`src/verilog/icache_defs.svh`:
```
/*
  Instruction cache configuration macros
*/
`ifndef ICACHE_DEFS_SVH
`define ICACHE_DEFS_SVH

// Word and address width
`define ICACHE_XLEN       32

// Words per line, also beats per fill
`define ICACHE_LINE_WORDS 4

// Geometry
`define ICACHE_SETS       32
`define ICACHE_WAYS       2

// Random replacement
`define ICACHE_LFSR_BITS  7

`endif

```
`src/verilog/icache_pkg.sv`:
```
/*
  Instruction cache types: fetch address union, fill FSM states,
  derived field widths
*/
`include "icache_defs.svh"

package icache_pkg;

  //--------------------------------------------------------------------
  // Address field widths
  //--------------------------------------------------------------------
  localparam int BYTE_BITS = $clog2(`ICACHE_XLEN / 8);
  localparam int OFFS_BITS = $clog2(`ICACHE_LINE_WORDS);
  localparam int IDX_BITS  = $clog2(`ICACHE_SETS);
  localparam int TAG_BITS  = `ICACHE_XLEN - IDX_BITS - OFFS_BITS - BYTE_BITS;
  localparam int LINE_BITS = `ICACHE_XLEN * `ICACHE_LINE_WORDS;  // Bits per line

  //--------------------------------------------------------------------
  // Fetch address, flat or split for lookup
  //--------------------------------------------------------------------
  typedef struct packed {
    logic [TAG_BITS-1:0]  tag;
    logic [IDX_BITS-1:0]  idx;
    logic [OFFS_BITS-1:0] offs;       // Word within line
    logic [BYTE_BITS-1:0] byte_offs;
  } fetch_fields_t;

  typedef union packed {
    logic [`ICACHE_XLEN-1:0] flat;   // Bus address and parcel pc
    fetch_fields_t           f;
  } fetch_adr_u;

  // Bus fill FSM
  typedef enum logic [1:0] {
    FILL_IDLE,
    FILL_REQ,     // Strobe held until acknowledged
    FILL_BURST    // Collecting beats
  } fill_state_e;

endpackage

```
`src/verilog/icache_if.sv`:
```
/*
  Lookup interface from request setup to store and hit stage,
  fill interface between hit stage and bus fill controller
*/
`include "icache_defs.svh"



interface icache_fill_if;
  import icache_pkg::*;

  logic                 fill_req;
  fetch_adr_u           line_adr;   // Line aligned
  logic                 fill_done;  // Single cycle, ends the request
  logic                 fill_err;
  logic [LINE_BITS-1:0] line;

  modport requester (
    output fill_req, line_adr,
    input  fill_done, fill_err, line
  );

  modport responder (
    input  fill_req, line_adr,
    output fill_done, fill_err, line
  );

  // Store side, writes the line on a clean fill_done
  modport monitor (
    input fill_req, line_adr, fill_done, fill_err, line
  );
endinterface

```
`src/verilog/icache_fill_biu.sv`:
```
/*
  Bus fill controller: strobe handshake, 4-beat burst into a line buffer
*/
`include "icache_defs.svh"

module icache_fill_biu (
  input  logic                    clk_i,
  input  logic                    rst_ni,

  icache_fill_if.responder        fill,

  output logic                    biu_stb_o,
  output logic [`ICACHE_XLEN-1:0] biu_adri_o,
  input  logic                    biu_stb_ack_i,
  input  logic [`ICACHE_XLEN-1:0] biu_q_i,
  input  logic                    biu_ack_i,
  input  logic                    biu_err_i
);
  import icache_pkg::*;

  fill_state_e          state;
  logic [OFFS_BITS-1:0] beat_cnt;
  logic [LINE_BITS-1:0] line_buf;

  assign biu_stb_o  = (state == FILL_REQ);
  assign biu_adri_o = fill.line_adr.flat;  // Already line aligned
  assign fill.line  = line_buf;

  //--------------------------------------------------------------------
  // Burst FSM
  //--------------------------------------------------------------------
  always_ff @(posedge clk_i, negedge rst_ni) begin
    if (!rst_ni) begin
      state          <= FILL_IDLE;
      beat_cnt       <= '0;
      fill.fill_done <= 1'b0;
      fill.fill_err  <= 1'b0;
    end else begin
      fill.fill_done <= 1'b0;

      case (state)
        FILL_IDLE: begin
          // Request is still high in the done cycle
          if (fill.fill_req && !fill.fill_done) state <= FILL_REQ;
        end

        FILL_REQ: begin
          if (biu_stb_ack_i) begin
            state    <= FILL_BURST;
            beat_cnt <= '0;
          end
        end

        FILL_BURST: begin
          if (biu_err_i) begin        // Stop at the first error
            state          <= FILL_IDLE;
            fill.fill_done <= 1'b1;
            fill.fill_err  <= 1'b1;
          end else if (biu_ack_i) begin
            beat_cnt <= beat_cnt + 1'b1;
            if (beat_cnt == OFFS_BITS'(`ICACHE_LINE_WORDS - 1)) begin
              state          <= FILL_IDLE;
              fill.fill_done <= 1'b1;
              fill.fill_err  <= 1'b0;
            end
          end
        end

        default: state <= FILL_IDLE;
      endcase
    end
  end

  // Beats land in order, word 0 first
  always_ff @(posedge clk_i) begin
    if (state == FILL_BURST && biu_ack_i && !biu_err_i) begin
      line_buf[beat_cnt*`ICACHE_XLEN +: `ICACHE_XLEN] <= biu_q_i;
    end
  end

  // Strobe and its address held until acknowledged
  assert property (@(posedge clk_i) disable iff (!rst_ni)
    biu_stb_o && !biu_stb_ack_i |=> biu_stb_o && $stable(biu_adri_o))
    else $error("biu_stb_o or biu_adri_o changed before biu_stb_ack_i");

endmodule

```
`src/flat_wrapper.sv`:
```
// flat-port wrapper written by rule: the top's interface ports become plain ports
module icache_fill_biu_flat import icache_pkg::*;
  (clk_i, rst_ni, biu_stb_o, biu_adri_o, biu_stb_ack_i, biu_q_i, biu_ack_i, biu_err_i, fill_fill_req, fill_line_adr, fill_fill_done, fill_fill_err, fill_line);
  icache_fill_if fill_i ();
  input  logic clk_i;
  input  logic rst_ni;
  output logic biu_stb_o;
  output logic [`ICACHE_XLEN-1:0] biu_adri_o;
  input  logic biu_stb_ack_i;
  input  logic [`ICACHE_XLEN-1:0] biu_q_i;
  input  logic biu_ack_i;
  input  logic biu_err_i;
  input wire logic [$bits(fill_i.fill_req)-1:0] fill_fill_req;
  input wire logic [$bits(fill_i.line_adr)-1:0] fill_line_adr;
  output wire logic [$bits(fill_i.fill_done)-1:0] fill_fill_done;
  output wire logic [$bits(fill_i.fill_err)-1:0] fill_fill_err;
  output wire logic [$bits(fill_i.line)-1:0] fill_line;
  assign fill_i.fill_req = fill_fill_req;
  assign fill_i.line_adr = fill_line_adr;
  assign fill_fill_done = fill_i.fill_done;
  assign fill_fill_err = fill_i.fill_err;
  assign fill_line = fill_i.line;
  icache_fill_biu u_core (.clk_i(clk_i), .rst_ni(rst_ni), .fill(fill_i), .biu_stb_o(biu_stb_o), .biu_adri_o(biu_adri_o), .biu_stb_ack_i(biu_stb_ack_i), .biu_q_i(biu_q_i), .biu_ack_i(biu_ack_i), .biu_err_i(biu_err_i));
endmodule
```
`config.mk`:
```
export PLATFORM = sky130hd
export DESIGN_NAME = icache_fill_biu_flat
export DESIGN_NICKNAME = d
export VERILOG_FILES = /design/src/verilog/icache_pkg.sv /design/src/verilog/icache_if.sv /design/src/verilog/icache_fill_biu.sv /design/src/flat_wrapper.sv
export VERILOG_INCLUDE_DIRS = /design/src /design/src/verilog
export SDC_FILE = /design/constraint.sdc
export NUM_CORES = 1
export LEC_CHECK = 0
export BUFFER_PORTS_ARGS = -buffer_cell sky130_fd_sc_hd__buf_4
export CAP_MARGIN = 20
export CORE_ASPECT_RATIO = 1.5
export CORE_MARGIN = 2
export CORE_UTILIZATION = 40
export CTS_BUF_LIST = sky130_fd_sc_hd__clkbuf_4 sky130_fd_sc_hd__clkbuf_8 sky130_fd_sc_hd__clkbuf_16
export DETAILED_ROUTE_END_ITERATION = 10
export PLACE_DENSITY_LB_ADDON = 0.12
export SETUP_SLACK_MARGIN = 0.15
export SYNTH_ARGS = -nofsm -noshare
export SYNTH_HDL_FRONTEND = slang
export SYNTH_SLANG_ARGS = --single-unit
```
`constraint.sdc`:
```
create_clock -name clk_i -period 3.5 [get_ports clk_i]
set_clock_uncertainty 0.1 [all_clocks]
set_input_delay 0.175 -clock clk_i [delete_from_list [all_inputs] [get_ports clk_i]]
set_output_delay 0.175 -clock clk_i [all_outputs]
set_load 0.01 [all_outputs]
```
==> summary.md, run 1 <==
| Metric | Value |
|---|---|
| Resize count post-CTS | 0 |
| Area leader, netlist | edfxtp_1 |
| Worst path bufs/invs | 1 |
| Setup CP Type | reg2reg |
| CTS Buf Count | 17 |
| Critical path cell sequence | inv_2, ha_1, or3b_1, nor2_4, and2_1 |
| Seq cells post-synth | 134 |
| Tcrit/Tclk final | 74.5% |
| Async SR Flop Fraction | 4.48% |
| Yosys cell types | 28 |
| Met1 Routed Length | 4880 um |
| Most common cell in the synthesized netlist | edfxtp_1 |
| Post-synth EDFFs | 128 |
| Final min period | 2.61 ns |
| DRT Pass-1 Iters | 5 |
| Chip width | 98.8 um |
| Port Buffer Count | 168 |
| Clock sinks | 134 |
| DRC | 0 |
| Post-route cell area | 0.00760 mm^2 |
| WHS | 0.0886 ns |
| Synthesized cell area | 0.00540 mm^2 |
| Status | finished clean |
| Clock Root Buffer | clkbuf_16 |
| N_diodes | 0 |
| Min-delay worst type | in2reg |
| Worst Setup Start Kind | register |
| Io pins | 233 |
| WP data arrival | 2.78 ns |
| Setup crit start | u_core.beat_cnt[0] |
| Pre-CTS setup slack | 0.869 ns |
| Family with the most delay on the worst path | simple AND/OR/NAND/NOR gates |
| Net switching power figure | 1.20 mW |
| First-pass GRT wire length | 19400 um |
| Area contributors post-synth | edfxtp_1 71%, and2_1 13%, buf_4 4.7% |
| Slew headroom | 39.8% |
| Logic pwr share | 17.8% |
| Critical-path top delay cell | or3b_1 |
| Worst setup margin | 0.894 ns |
| RSZ-0062 raised after global routing | no |
| Worst skew pair latency | 0.41 ns |
| Gpl congestion | 0.762 |
| Synth top cells by count | 128 x edfxtp_1, 111 x and2_1, 34 x buf_4 |
| Setup Buffers After CTS | 0 |
| Clk buf depth | 2 |
| Sw Share | 26.0% |
| YS warnings | 0 |
| Met3 routed WL | 883 um |
| CTS tree | built |
| Global-route usage over all layers | 17.9% |
| Hold Crit Start | fill_fill_req |
| Setup-failing EPs final | 0 |
| Power Dens Cells | 605 mW/mm^2 |
| Dpl cell area | 0.00659 mm^2 |
| Worst flop-to-flop path startpoint | u_core.beat_cnt[0] |
| Post-layout nets | 616 |
| Avg Inst Size Synth | 15.2 um^2 |
| Cell count after synthesis | 356 |
| Synth top area share | 71.2% |
| Routed vias/inst | 4.73 |
| Post-DR wirelength/cell | 18.0 um |
| Mapped Nets | 432 |
| Vias in the first global route | 3471 |
| Maximum vdd drop | 665 uV |
| Antenna violation net count after detailed routing | 0 |
| Fmax | 384 MHz |
| CTS clk-pin slew, worst paths | 0.06 ns |
| Worst setup EP type | register |
| Antenna violations before repair | 0 |
| Fillers | 1086 |
| Worst Max-Slew Pin Slew | 0.903 ns |
| Remaining global-route overflow | 0 |
| Drt initial violations | 81 |
| Crit path largest cell delay | 0.55 ns |
| Ratio of cells with drive above 1 in the final layout | 38.0% |
| Internal Power | 3.40 mW |
| Max cap viols | 0 |
| CP max FO | 25 |
| Slew Limit Fails | 0 |
| HPWL after detailed placement | 8420 um |
| Total die area | 0.0145 mm^2 |
| Initial Utilization | 40.5% |
| Total number of vias | 3382 |
| Total Neg Setup Slack | 0 ns |
| Depth of the CTS H-tree | 4 |
| DR WL met2 | 6770 um |
| Top layer in use | met4 |
| Main synth FF type | edfxtp_1 |
| Core Rows | 52 |
| CP Data Required Time | 3.67 ns |
| Hold Fails Final Rpt | 0 |
| Die height | 146 um |
| Drt total wl | 12900 um |
| Sequential power share | 42.5% |
| Pleak | 2.89 nW |
| CORE AREA | 0.0133 mm^2 |
| Pin count of the biggest net entering global routing | 33 |
| Clock share of power | 39.7% |
| Sequential fraction of the synthesis area | 74.0% |
| Layout area overhead | 40.8% |
## routing by layer
| metal | global-route usage, % | vias up |
|---|---|---|
| met5 | 0 | - |
| met4 | 7.53 | 0 |
| met3 | 6.18 | 32 |
| met2 | 31.2 | 149 |
| met1 | 19.7 | 1640 |
| li1 | - | 1561 |
## cells by family (layout without fill, tap and decap cells)
| family | Yosys count | after routing | synth area share (%) |
|---|---|---|---|
| AO/OA/AOI/OAI | 7 | 7 | 0.742 |
| adder cells (fa/ha/maj) | 6 | 6 | 1.39 |
| buffers and inverters | 47 | 244 | 5.66 |
| flip-flops | 134 | 134 | 74.0 |
| multiplexers | 1 | 1 | 0.186 |
| AND/OR/NAND/NOR | 161 | 161 | 18.0 |
## sequential cells by signal, indices dropped and copies added, names as in the netlist
register / flops
u_core.state: 2
u_core.beat_cnt: 2
u_core.fill.fill_err: 1
u_core.fill.fill_done: 1
u_core.fill.line: 128
## worst register-to-register path, cell delays in order, from the launching register on
cell     delay, ns
dfrtp_1       0.51
inv_2         0.16
ha_1          0.47
or3b_1        0.55
nor2_4        0.47
and2_1        0.22
## per-stage QoR
stage	utilization (%)	std cells	power [mW]
finish	57.0	715	4.59
global route	57.0	715	4.77
CTS	56.9	714	4.64
detailed placement	49.4	644	2.78
global placement	49.4	644	2.76
floorplan	-	356	2.52
## power by group through the flow
stage	sequential, mW	combinational (mW)	clock, mW
2_1_floorplan	2.00	0.521	0
3_3_place_gp	1.99	0.774	0
3_5_place_dp	1.99	0.793	0
4_1_cts	1.96	0.830	1.85
5_1_grt	1.96	0.895	1.92
6_report	1.95	0.816	1.82
## cells in the final DEF (no fill, tap or decap)
master	count
nor2_1	25
inv_6	3
o21ai_0	2
nor3b_4	1
inv_1	3
nor2_4	1
and2_1	107
buf_8	1
a22o_1	1
or3_1	1
nor3b_1	3
and2_2	4
bufinv_16	3
mux2i_1	1
o22ai_1	1
nor2b_1	1
and4bb_2	1
clkinv_4	3
clkbuf_4	1
nand2b_1	9
inv_2	1
clkinv_1	1
edfxtp_1	128
a21oi_1	3
dlygate4sd3_1	38
nand3_1	1
buf_4	169
nand2_1	3
and4bb_1	1
or3b_1	1
nor3_4	1
clkinvlp_4	4
nand3b_1	1
clkbuf_16	17
ha_1	6
dfrtp_1	6
## repair_timing
action	in CTS	in global routing
endpoints found under the hold margin	118	0
hold buffers	38	0
endpoints found under the setup margin	0	0
## worst paths after layout
check | endpoint | slack (ns) | depth (start not counted)
max in group asynchronous | u_core.state[0] | 2.43 | 3
min in group asynchronous | u_core.beat_cnt[1] | 0.66 | 3
hold / removal | u_core.state[0] | 0.09 | 4
hold reg to reg | u_core.fill.fill_err | 0.49 | 2
setup / recovery | u_core.fill.line[66] | 0.89 | 5
setup reg to reg | u_core.fill.line[66] | 0.89 | 5
## cell type report
class                           instances  area [um^2]  area share [%]
Sequential cell                       134         3990            52.6
Timing Repair Buffer                  208         1660            21.9
Multi-Input combinational cell        175         1110            14.7
Clock buffer                           18          433            5.70
Tap cell                              162          203            2.67
Clock inverter                         14          176            2.32
Inverter                                4         15.0           0.198
No activity file was read; power rests on OpenSTA's default activity.
==> run 2, diff against run 1 <==
clock period = 2.25 ns   (was 3.5 ns; I/O delays follow)
==> summary.md, run 2 (synthesis results as in run 1) <==
| Metric | Value |
|---|---|
| First-pass GRT wire length | 19600 um (+1.1%) |
| N_diodes | 0 (unchanged) |
| Clock Root Buffer | clkbuf_16 |
| CORE AREA | 0.0133 mm^2 (unchanged) |
| Chip width | 98.8 um (unchanged) |
| Fmax | 511 MHz (+33%) |
| CP Data Required Time | 2.43 ns (-1.24 ns) |
| Hold Fails Final Rpt | 0 (unchanged) |
| Pin count of the biggest net entering global routing | 33 (unchanged) |
| DRT Pass-1 Iters | 4 (-1) |
| Remaining global-route overflow | 0 (unchanged) |
| Port Buffer Count | 168 (unchanged) |
| Initial Utilization | 40.5% (unchanged) |
| RSZ-0062 raised after global routing | no |
| Global-route track usage on met2 | 31.4% (+0.20 points) |
| Total number of vias | 3385 (+0.089%) |
| Worst Max-Slew Pin Slew | 0.549 ns (-0.354 ns) |
| Slew headroom | 63.4% (+24 points) |
| Max cap viols | 0 (unchanged) |
| Drt total wl | 13100 um (+2.1%) |
| Worst skew pair latency | 0.41 ns (about the same) |
| DRC | 0 (unchanged) |
| Status | finished clean |
| GRT Max-Usage Layer | met2 |
| Fin cells | 728 (+1.8%) |
| Setup-failing EPs final | 0 (unchanged) |
| Total Neg Setup Slack | 0 ns (unchanged) |
| Layout area overhead | 43.4% |
| Worst Setup Start Kind | register |
| Routed vias/inst | 4.65 (-1.7%) |
| Antenna violation net count after detailed routing | 0 (unchanged) |
| Min-delay worst type | in2reg |
| CTS clk-pin slew, worst paths | 0.06 ns (about the same) |
| Post-Place Cells | 656 (+1.9%) |
| CTS tree | built |
| WP data arrival | 2.13 ns (-0.65 ns) |
| CP max FO | 25 (unchanged) |
| Most frequent cells in the layout | 179 x buf_4, 128 x edfxtp_1, 107 x and2_1, 38 x dlygate4sd3_1, 25 x nor2_1 |
| Pleak | 2.97 nW (+2.7%) |
| Flip-flop count of the largest register after layout | 128 (unchanged) |
| Finished Core Util | 58.0% (+1.0 points) |
| Critical-path top delay cell | or3b_1 |
| Io pins | 233 (unchanged) |
| Maximum vdd drop | 727 uV (+9.3%) |
| Met1 Use GR | 20.6% (+0.83 points) |
| Tcrit/Tclk final | 86.9% (+12 points) |
| Total die area | 0.0145 mm^2 (unchanged) |
| Core Rows | 52 (unchanged) |
| Drt initial violations | 134 (+65%) |
| Setup CP Type | reg2reg |
| Vias in the first global route | 3461 (-0.29%) |
| Worst setup EP type | register |
| Critical path cell sequence | inv_1, ha_4, or3b_1, nor2_4, buf_12, and2_1 |
| HPWL after detailed placement | 8750 um (+3.9%) |
| Antenna violations before repair | 0 (unchanged) |
| WHS | 0.0335 ns (-0.0550 ns) |
| Die height | 146 um (unchanged) |
| Clk buf depth | 2 (unchanged) |
| Slew Limit Fails | 0 (unchanged) |
| Post-layout nets | 629 (+2.1%) |
| Met3 Resource Use GR | 5.55% (-0.62 points) |
| Gpl congestion | 0.735 (-3.6%) |
| Clock sinks | 134 (unchanged) |
| CTS Buf Count | 17 (unchanged) |
| Global-route usage over all layers | 18.0% (+0.092 points) |
| Commonest non-fill, non-tap cell in the layout | buf_4 |
| Fillers | 1088 (+0.18%) |
| Final min period | 1.96 ns (-0.650 ns) |
| Depth of the CTS H-tree | 4 (unchanged) |
| Crit path largest cell delay | 0.41 ns (-0.14 ns) |
| Post-DR wirelength/cell | 18.0 um (+0.24%) |
| Ratio of cells with drive above 1 in the final layout | 39.4% (+1.4 points) |
| Power Dens Cells | 929 mW/mm^2 (+54%) |
[run 2: changes by cell type in the layout (fill, tap and decap cells not counted), moves of 2 or more]
cell / before / now
buf_12: 0 / 3
clkinv_4: 3 / 0
inv_6: 3 / 1
buf_4: 169 / 179
clkinv_2: 0 / 3
[run 2: area by class of cell]
class / instances / area (um^2) / share of cell area [%]
Clock buffer: 18 / 433 / 5.60
Tap cell: 162 / 203 / 2.62
Multi-Input combinational cell: 176 / 1150 / 14.8
Timing Repair Buffer: 220 / 1780 / 23.1
Clock inverter: 14 / 159 / 2.05
Inverter: 4 / 15.0 / 0.194
Sequential cell: 134 / 3990 / 51.6
[run 2: layer usage]
layer	wire, um	share of wire (%)	up-vias
li1	-	-	1586
met1	5010	38	1624
met2	6980	53	149
met3	923	7.0	26
met4	221	1.7	0
met5	0	0	-
[run 2: final timing paths]
path	start	endpoint	slack [ns]	depth (start not counted)
max	u_core.beat_cnt[1]	u_core.fill.line[72]	0.29	6
min	fill_fill_req	u_core.state[0]	0.03	4
max reg2reg	u_core.beat_cnt[1]	u_core.fill.line[72]	0.29	6
min reg2reg	u_core.fill.fill_err	u_core.fill.fill_err	0.45	2
max in group asynchronous	rst_ni	u_core.beat_cnt[0]	1.24	3
min in group asynchronous	rst_ni	u_core.state[0]	0.57	3
[run 2: timing repair]
item                       4_1_cts  5_1_grt
setup endpoints to repair       82       50
buffers inserted                 0        1
cloned                           0        1
gates resized for setup          3        4
hold endpoints to repair       139        0
hold buffers                    38        0
[run 2: where the power goes]
group | switching, mW | total [mW] | leakage, nW | internal (mW)
clock network | 1.02 | 2.76 | 0.277 | 1.74
logic | 0.736 | 1.39 | 1.52 | 0.651
registers | 0.0709 | 3.03 | 1.18 | 2.96
[run 2: per-stage QoR]
step,setup WS (ns),power [mW],cell area [um^2]
4_1_cts,0.0465,7.19,7680
2_1_floorplan,0.176,3.92,5400
3_3_place_gp,0.0972,4.29,6700
5_1_grt,0.160,7.52,7740
3_5_place_dp,0.0162,4.34,6700
6_report,0.294,7.18,7740
[run 2: worst max-delay path: cells and delay by family, from the launching register on]
family | cells | cell delay (ns)
adders and majority gates | 1 | 0.35
buffers and inverters | 2 | 0.29
DFF | 1 | 0.39
and+or+nand+nor | 3 | 0.67
==> run 3, diff against run 2 <==
BUFFER_PORTS_ARGS = not set   (was -buffer_cell sky130_fd_sc_hd__buf_4)
DONT_BUFFER_PORTS = 1   (was not set)
==> summary.md, run 3 (synthesis results as in run 1) <==
| Metric | Value |
|---|---|
| WP data arrival | 2.11 ns (-0.02 ns) |
| Core Rows | 52 (unchanged) |
| Fmax | 515 MHz (+0.80%) |
| Io pins | 233 (unchanged) |
| Maximum vdd drop | 1010 uV (+39%) |
| Internal Power | 5.18 mW (-3.3%) |
| Worst Setup Start Kind | register |
| Hold Fails Final Rpt | 0 (unchanged) |
| Ratio of cells with drive above 1 in the final layout | 14.2% (-25 points) |
| Critical path cell sequence | inv_1, ha_4, or3b_4, nor2_4, buf_12, and2_1 |
| Total Neg Setup Slack | 0 ns (unchanged) |
| CP max FO | 25 (unchanged) |
| Post-layout nets | 463 (-26%) |
| Clock Root Buffer | clkbuf_16 |
| Worst skew pair latency | 0.40 ns (about the same) |
| DRT Pass-1 Iters | 4 (unchanged) |
| Total number of vias | 2786 (-18%) |
| RSZ-0062 raised after global routing | no |
| Sw Share | 26.5% (+1.1 points) |
| Clock share of power | 38.5% (about the same) |
| DRC | 0 (unchanged) |
| HPWL after detailed placement | 7720 um (-12%) |
| Power Dens Cells | 1080 mW/mm^2 (+17%) |
| Flip-flop count of the largest register after layout | 128 (unchanged) |
| Worst setup EP type | register |
| Depth of the CTS H-tree | 4 (unchanged) |
| Antenna violation net count after detailed routing | 0 (unchanged) |
| Tcrit/Tclk final | 86.3% (-0.69 points) |
| Vias in the first global route | 2853 (-18%) |
| CP Data Required Time | 2.42 ns (about the same) |
| Logic pwr share | 17.8% (-1.5 points) |
| Crit path largest cell delay | 0.43 ns (+0.02 ns) |
| Worst Max-Slew Pin Slew | 0.644 ns (+0.0949 ns) |
| Pin count of the biggest net entering global routing | 33 (unchanged) |
| Die height | 146 um (unchanged) |
| Net switching power figure | 1.87 mW (+2.3%) |
| Clock sinks | 134 (unchanged) |
| Gpl congestion | 0.723 (-1.6%) |
| Worst setup margin | 0.309 ns (+0.0155 ns) |
| Setup-failing EPs final | 0 (unchanged) |
| Port Buffer Count | 0 (-100%) |
| WHS | 0.122 ns (+0.0883 ns) |
| Pre-CTS setup slack | 0.0156 ns (-0.000547 ns) |
| Routed vias/inst | 4.94 (+6.2%) |
| Most frequent cells in the layout | 128 x edfxtp_1, 107 x and2_1, 40 x dlygate4sd3_1, 25 x nor2_1, 17 x clkbuf_16 |
| Commonest non-fill, non-tap cell in the layout | edfxtp_1 |
| CTS tree | built |
| Finished Core Util | 48.8% (-9.2 points) |
| Total die area | 0.0145 mm^2 (unchanged) |
| Drt initial violations | 93 (-31%) |
| Chip width | 98.8 um (unchanged) |
| Initial Utilization | 40.5% (unchanged) |
| Slew Limit Fails | 0 (unchanged) |
| Drt total wl | 12200 um (-7.3%) |
| CTS clk-pin slew, worst paths | 0.06 ns (about the same) |
| Post-DR wirelength/cell | 21.6 um (+20%) |
| Min-delay worst type | in2reg |
| Status | finished clean |
| First-pass GRT wire length | 17700 um (-9.7%) |
| Clk buf depth | 2 (unchanged) |
| Layout area overhead | 20.6% |
| Slew headroom | 57.0% (-6.3 points) |
| Remaining global-route overflow | 0 (unchanged) |
| Tot Pwr | 7.05 mW (-1.9%) |
| Critical-path top delay cell | or3b_4 |
| Setup CP Type | reg2reg |
| Sequential power share | 43.6% (+1.4 points) |
| Pleak | 2.20 nW (-26%) |
| Final min period | 1.94 ns (-0.0155 ns) |
| Antenna violations before repair | 0 (unchanged) |
| CORE AREA | 0.0133 mm^2 (unchanged) |
| Max cap viols | 0 (unchanged) |
| CTS Buf Count | 17 (unchanged) |
| Global-route usage over all layers | 16.5% (-1.5 points) |
[run 3: cell types whose count changed in the layout (fill, tap and decap cells not counted)]
cell | previous run | this run
buf_12 | 3 | 4
buf_4 | 179 | 10
bufinv_16 | 3 | 2
clkinv_1 | 2 | 1
clkinv_2 | 3 | 1
clkinv_4 | 0 | 3
clkinvlp_4 | 5 | 4
diode_2 | 0 | 2
dlygate4sd3_1 | 38 | 40
inv_6 | 1 | 3
or3b_1 | 1 | 0
or3b_4 | 0 | 1
[run 3: area by class of cell]
| type | instances | area, um^2 |
|---|---|---|
| timing repair buffer | 54 | 556 |
| clock buffer | 18 | 433 |
| inverter | 4 | 15.0 |
| antenna | 2 | 5.00 |
| sequential | 134 | 3990 |
| clock inverter | 14 | 151 |
| tap | 162 | 203 |
| fill | 1112 | 6830 |
| multi-input combinational | 176 | 1150 |
[run 3: worst max-delay path, delay by kind of cell, from the launching register on]
| family | cells | cell delay, ns |
|---|---|---|
| buf+inv | 2 | 0.28 |
| simple gates | 3 | 0.71 |
| flops | 1 | 0.35 |
| fa+ha+maj | 1 | 0.36 |
[run 3: final timing paths]
check                              startpoint              endpoint  slack (ns)  cells past startpoint
hold / removal                      biu_ack_i    u_core.beat_cnt[1]        0.12                      3
min in group asynchronous              rst_ni       u_core.state[1]        0.46                      2
hold reg to reg               u_core.state[1]       u_core.state[0]        0.50                      1
max in group asynchronous              rst_ni       u_core.state[0]        1.37                      2
setup reg to reg           u_core.beat_cnt[1]  u_core.fill.line[66]        0.31                      6
setup / recovery           u_core.beat_cnt[1]  u_core.fill.line[66]        0.31                      6
[run 3: layer usage]
metal / up-vias / wire length (um) / track usage [%]
li1: 1267 / - / -
met1: 1367 / 4660 / 17.8
met2: 132 / 6490 / 28.9
met3: 20 / 872 / 6.56
met4: 0 / 159 / 6.10
met5: - / 0 / 0
[run 3: power groups by stage]
| stage | clock network, mW | registers, mW | logic, mW |
|---|---|---|---|
| floorplan | 0 | 3.11 | 0.810 |
| global placement | 0 | 3.13 | 1.03 |
| detailed placement | 0 | 3.13 | 1.07 |
| CTS | 2.76 | 3.08 | 1.17 |
| global route | 2.85 | 3.09 | 1.39 |
| finish | 2.72 | 3.08 | 1.26 |
[run 3: through the flow]
step                instance area [um^2]  instances
detailed placement                  5470        488
finish                              6510        564
global route                        6500        562
CTS                                 6460        560
global placement                    5470        488
floorplan                           5400        356
[run 3: timing repair]
item                                   4_1_cts  5_1_grt
buffers inserted                             0        1
gates resized for setup                      1        4
endpoints found under the hold margin      140        0
setup endpoints to repair                   81       81
cloned                                       0        1
hold buffers                                40        0
pin swaps                                    0        0
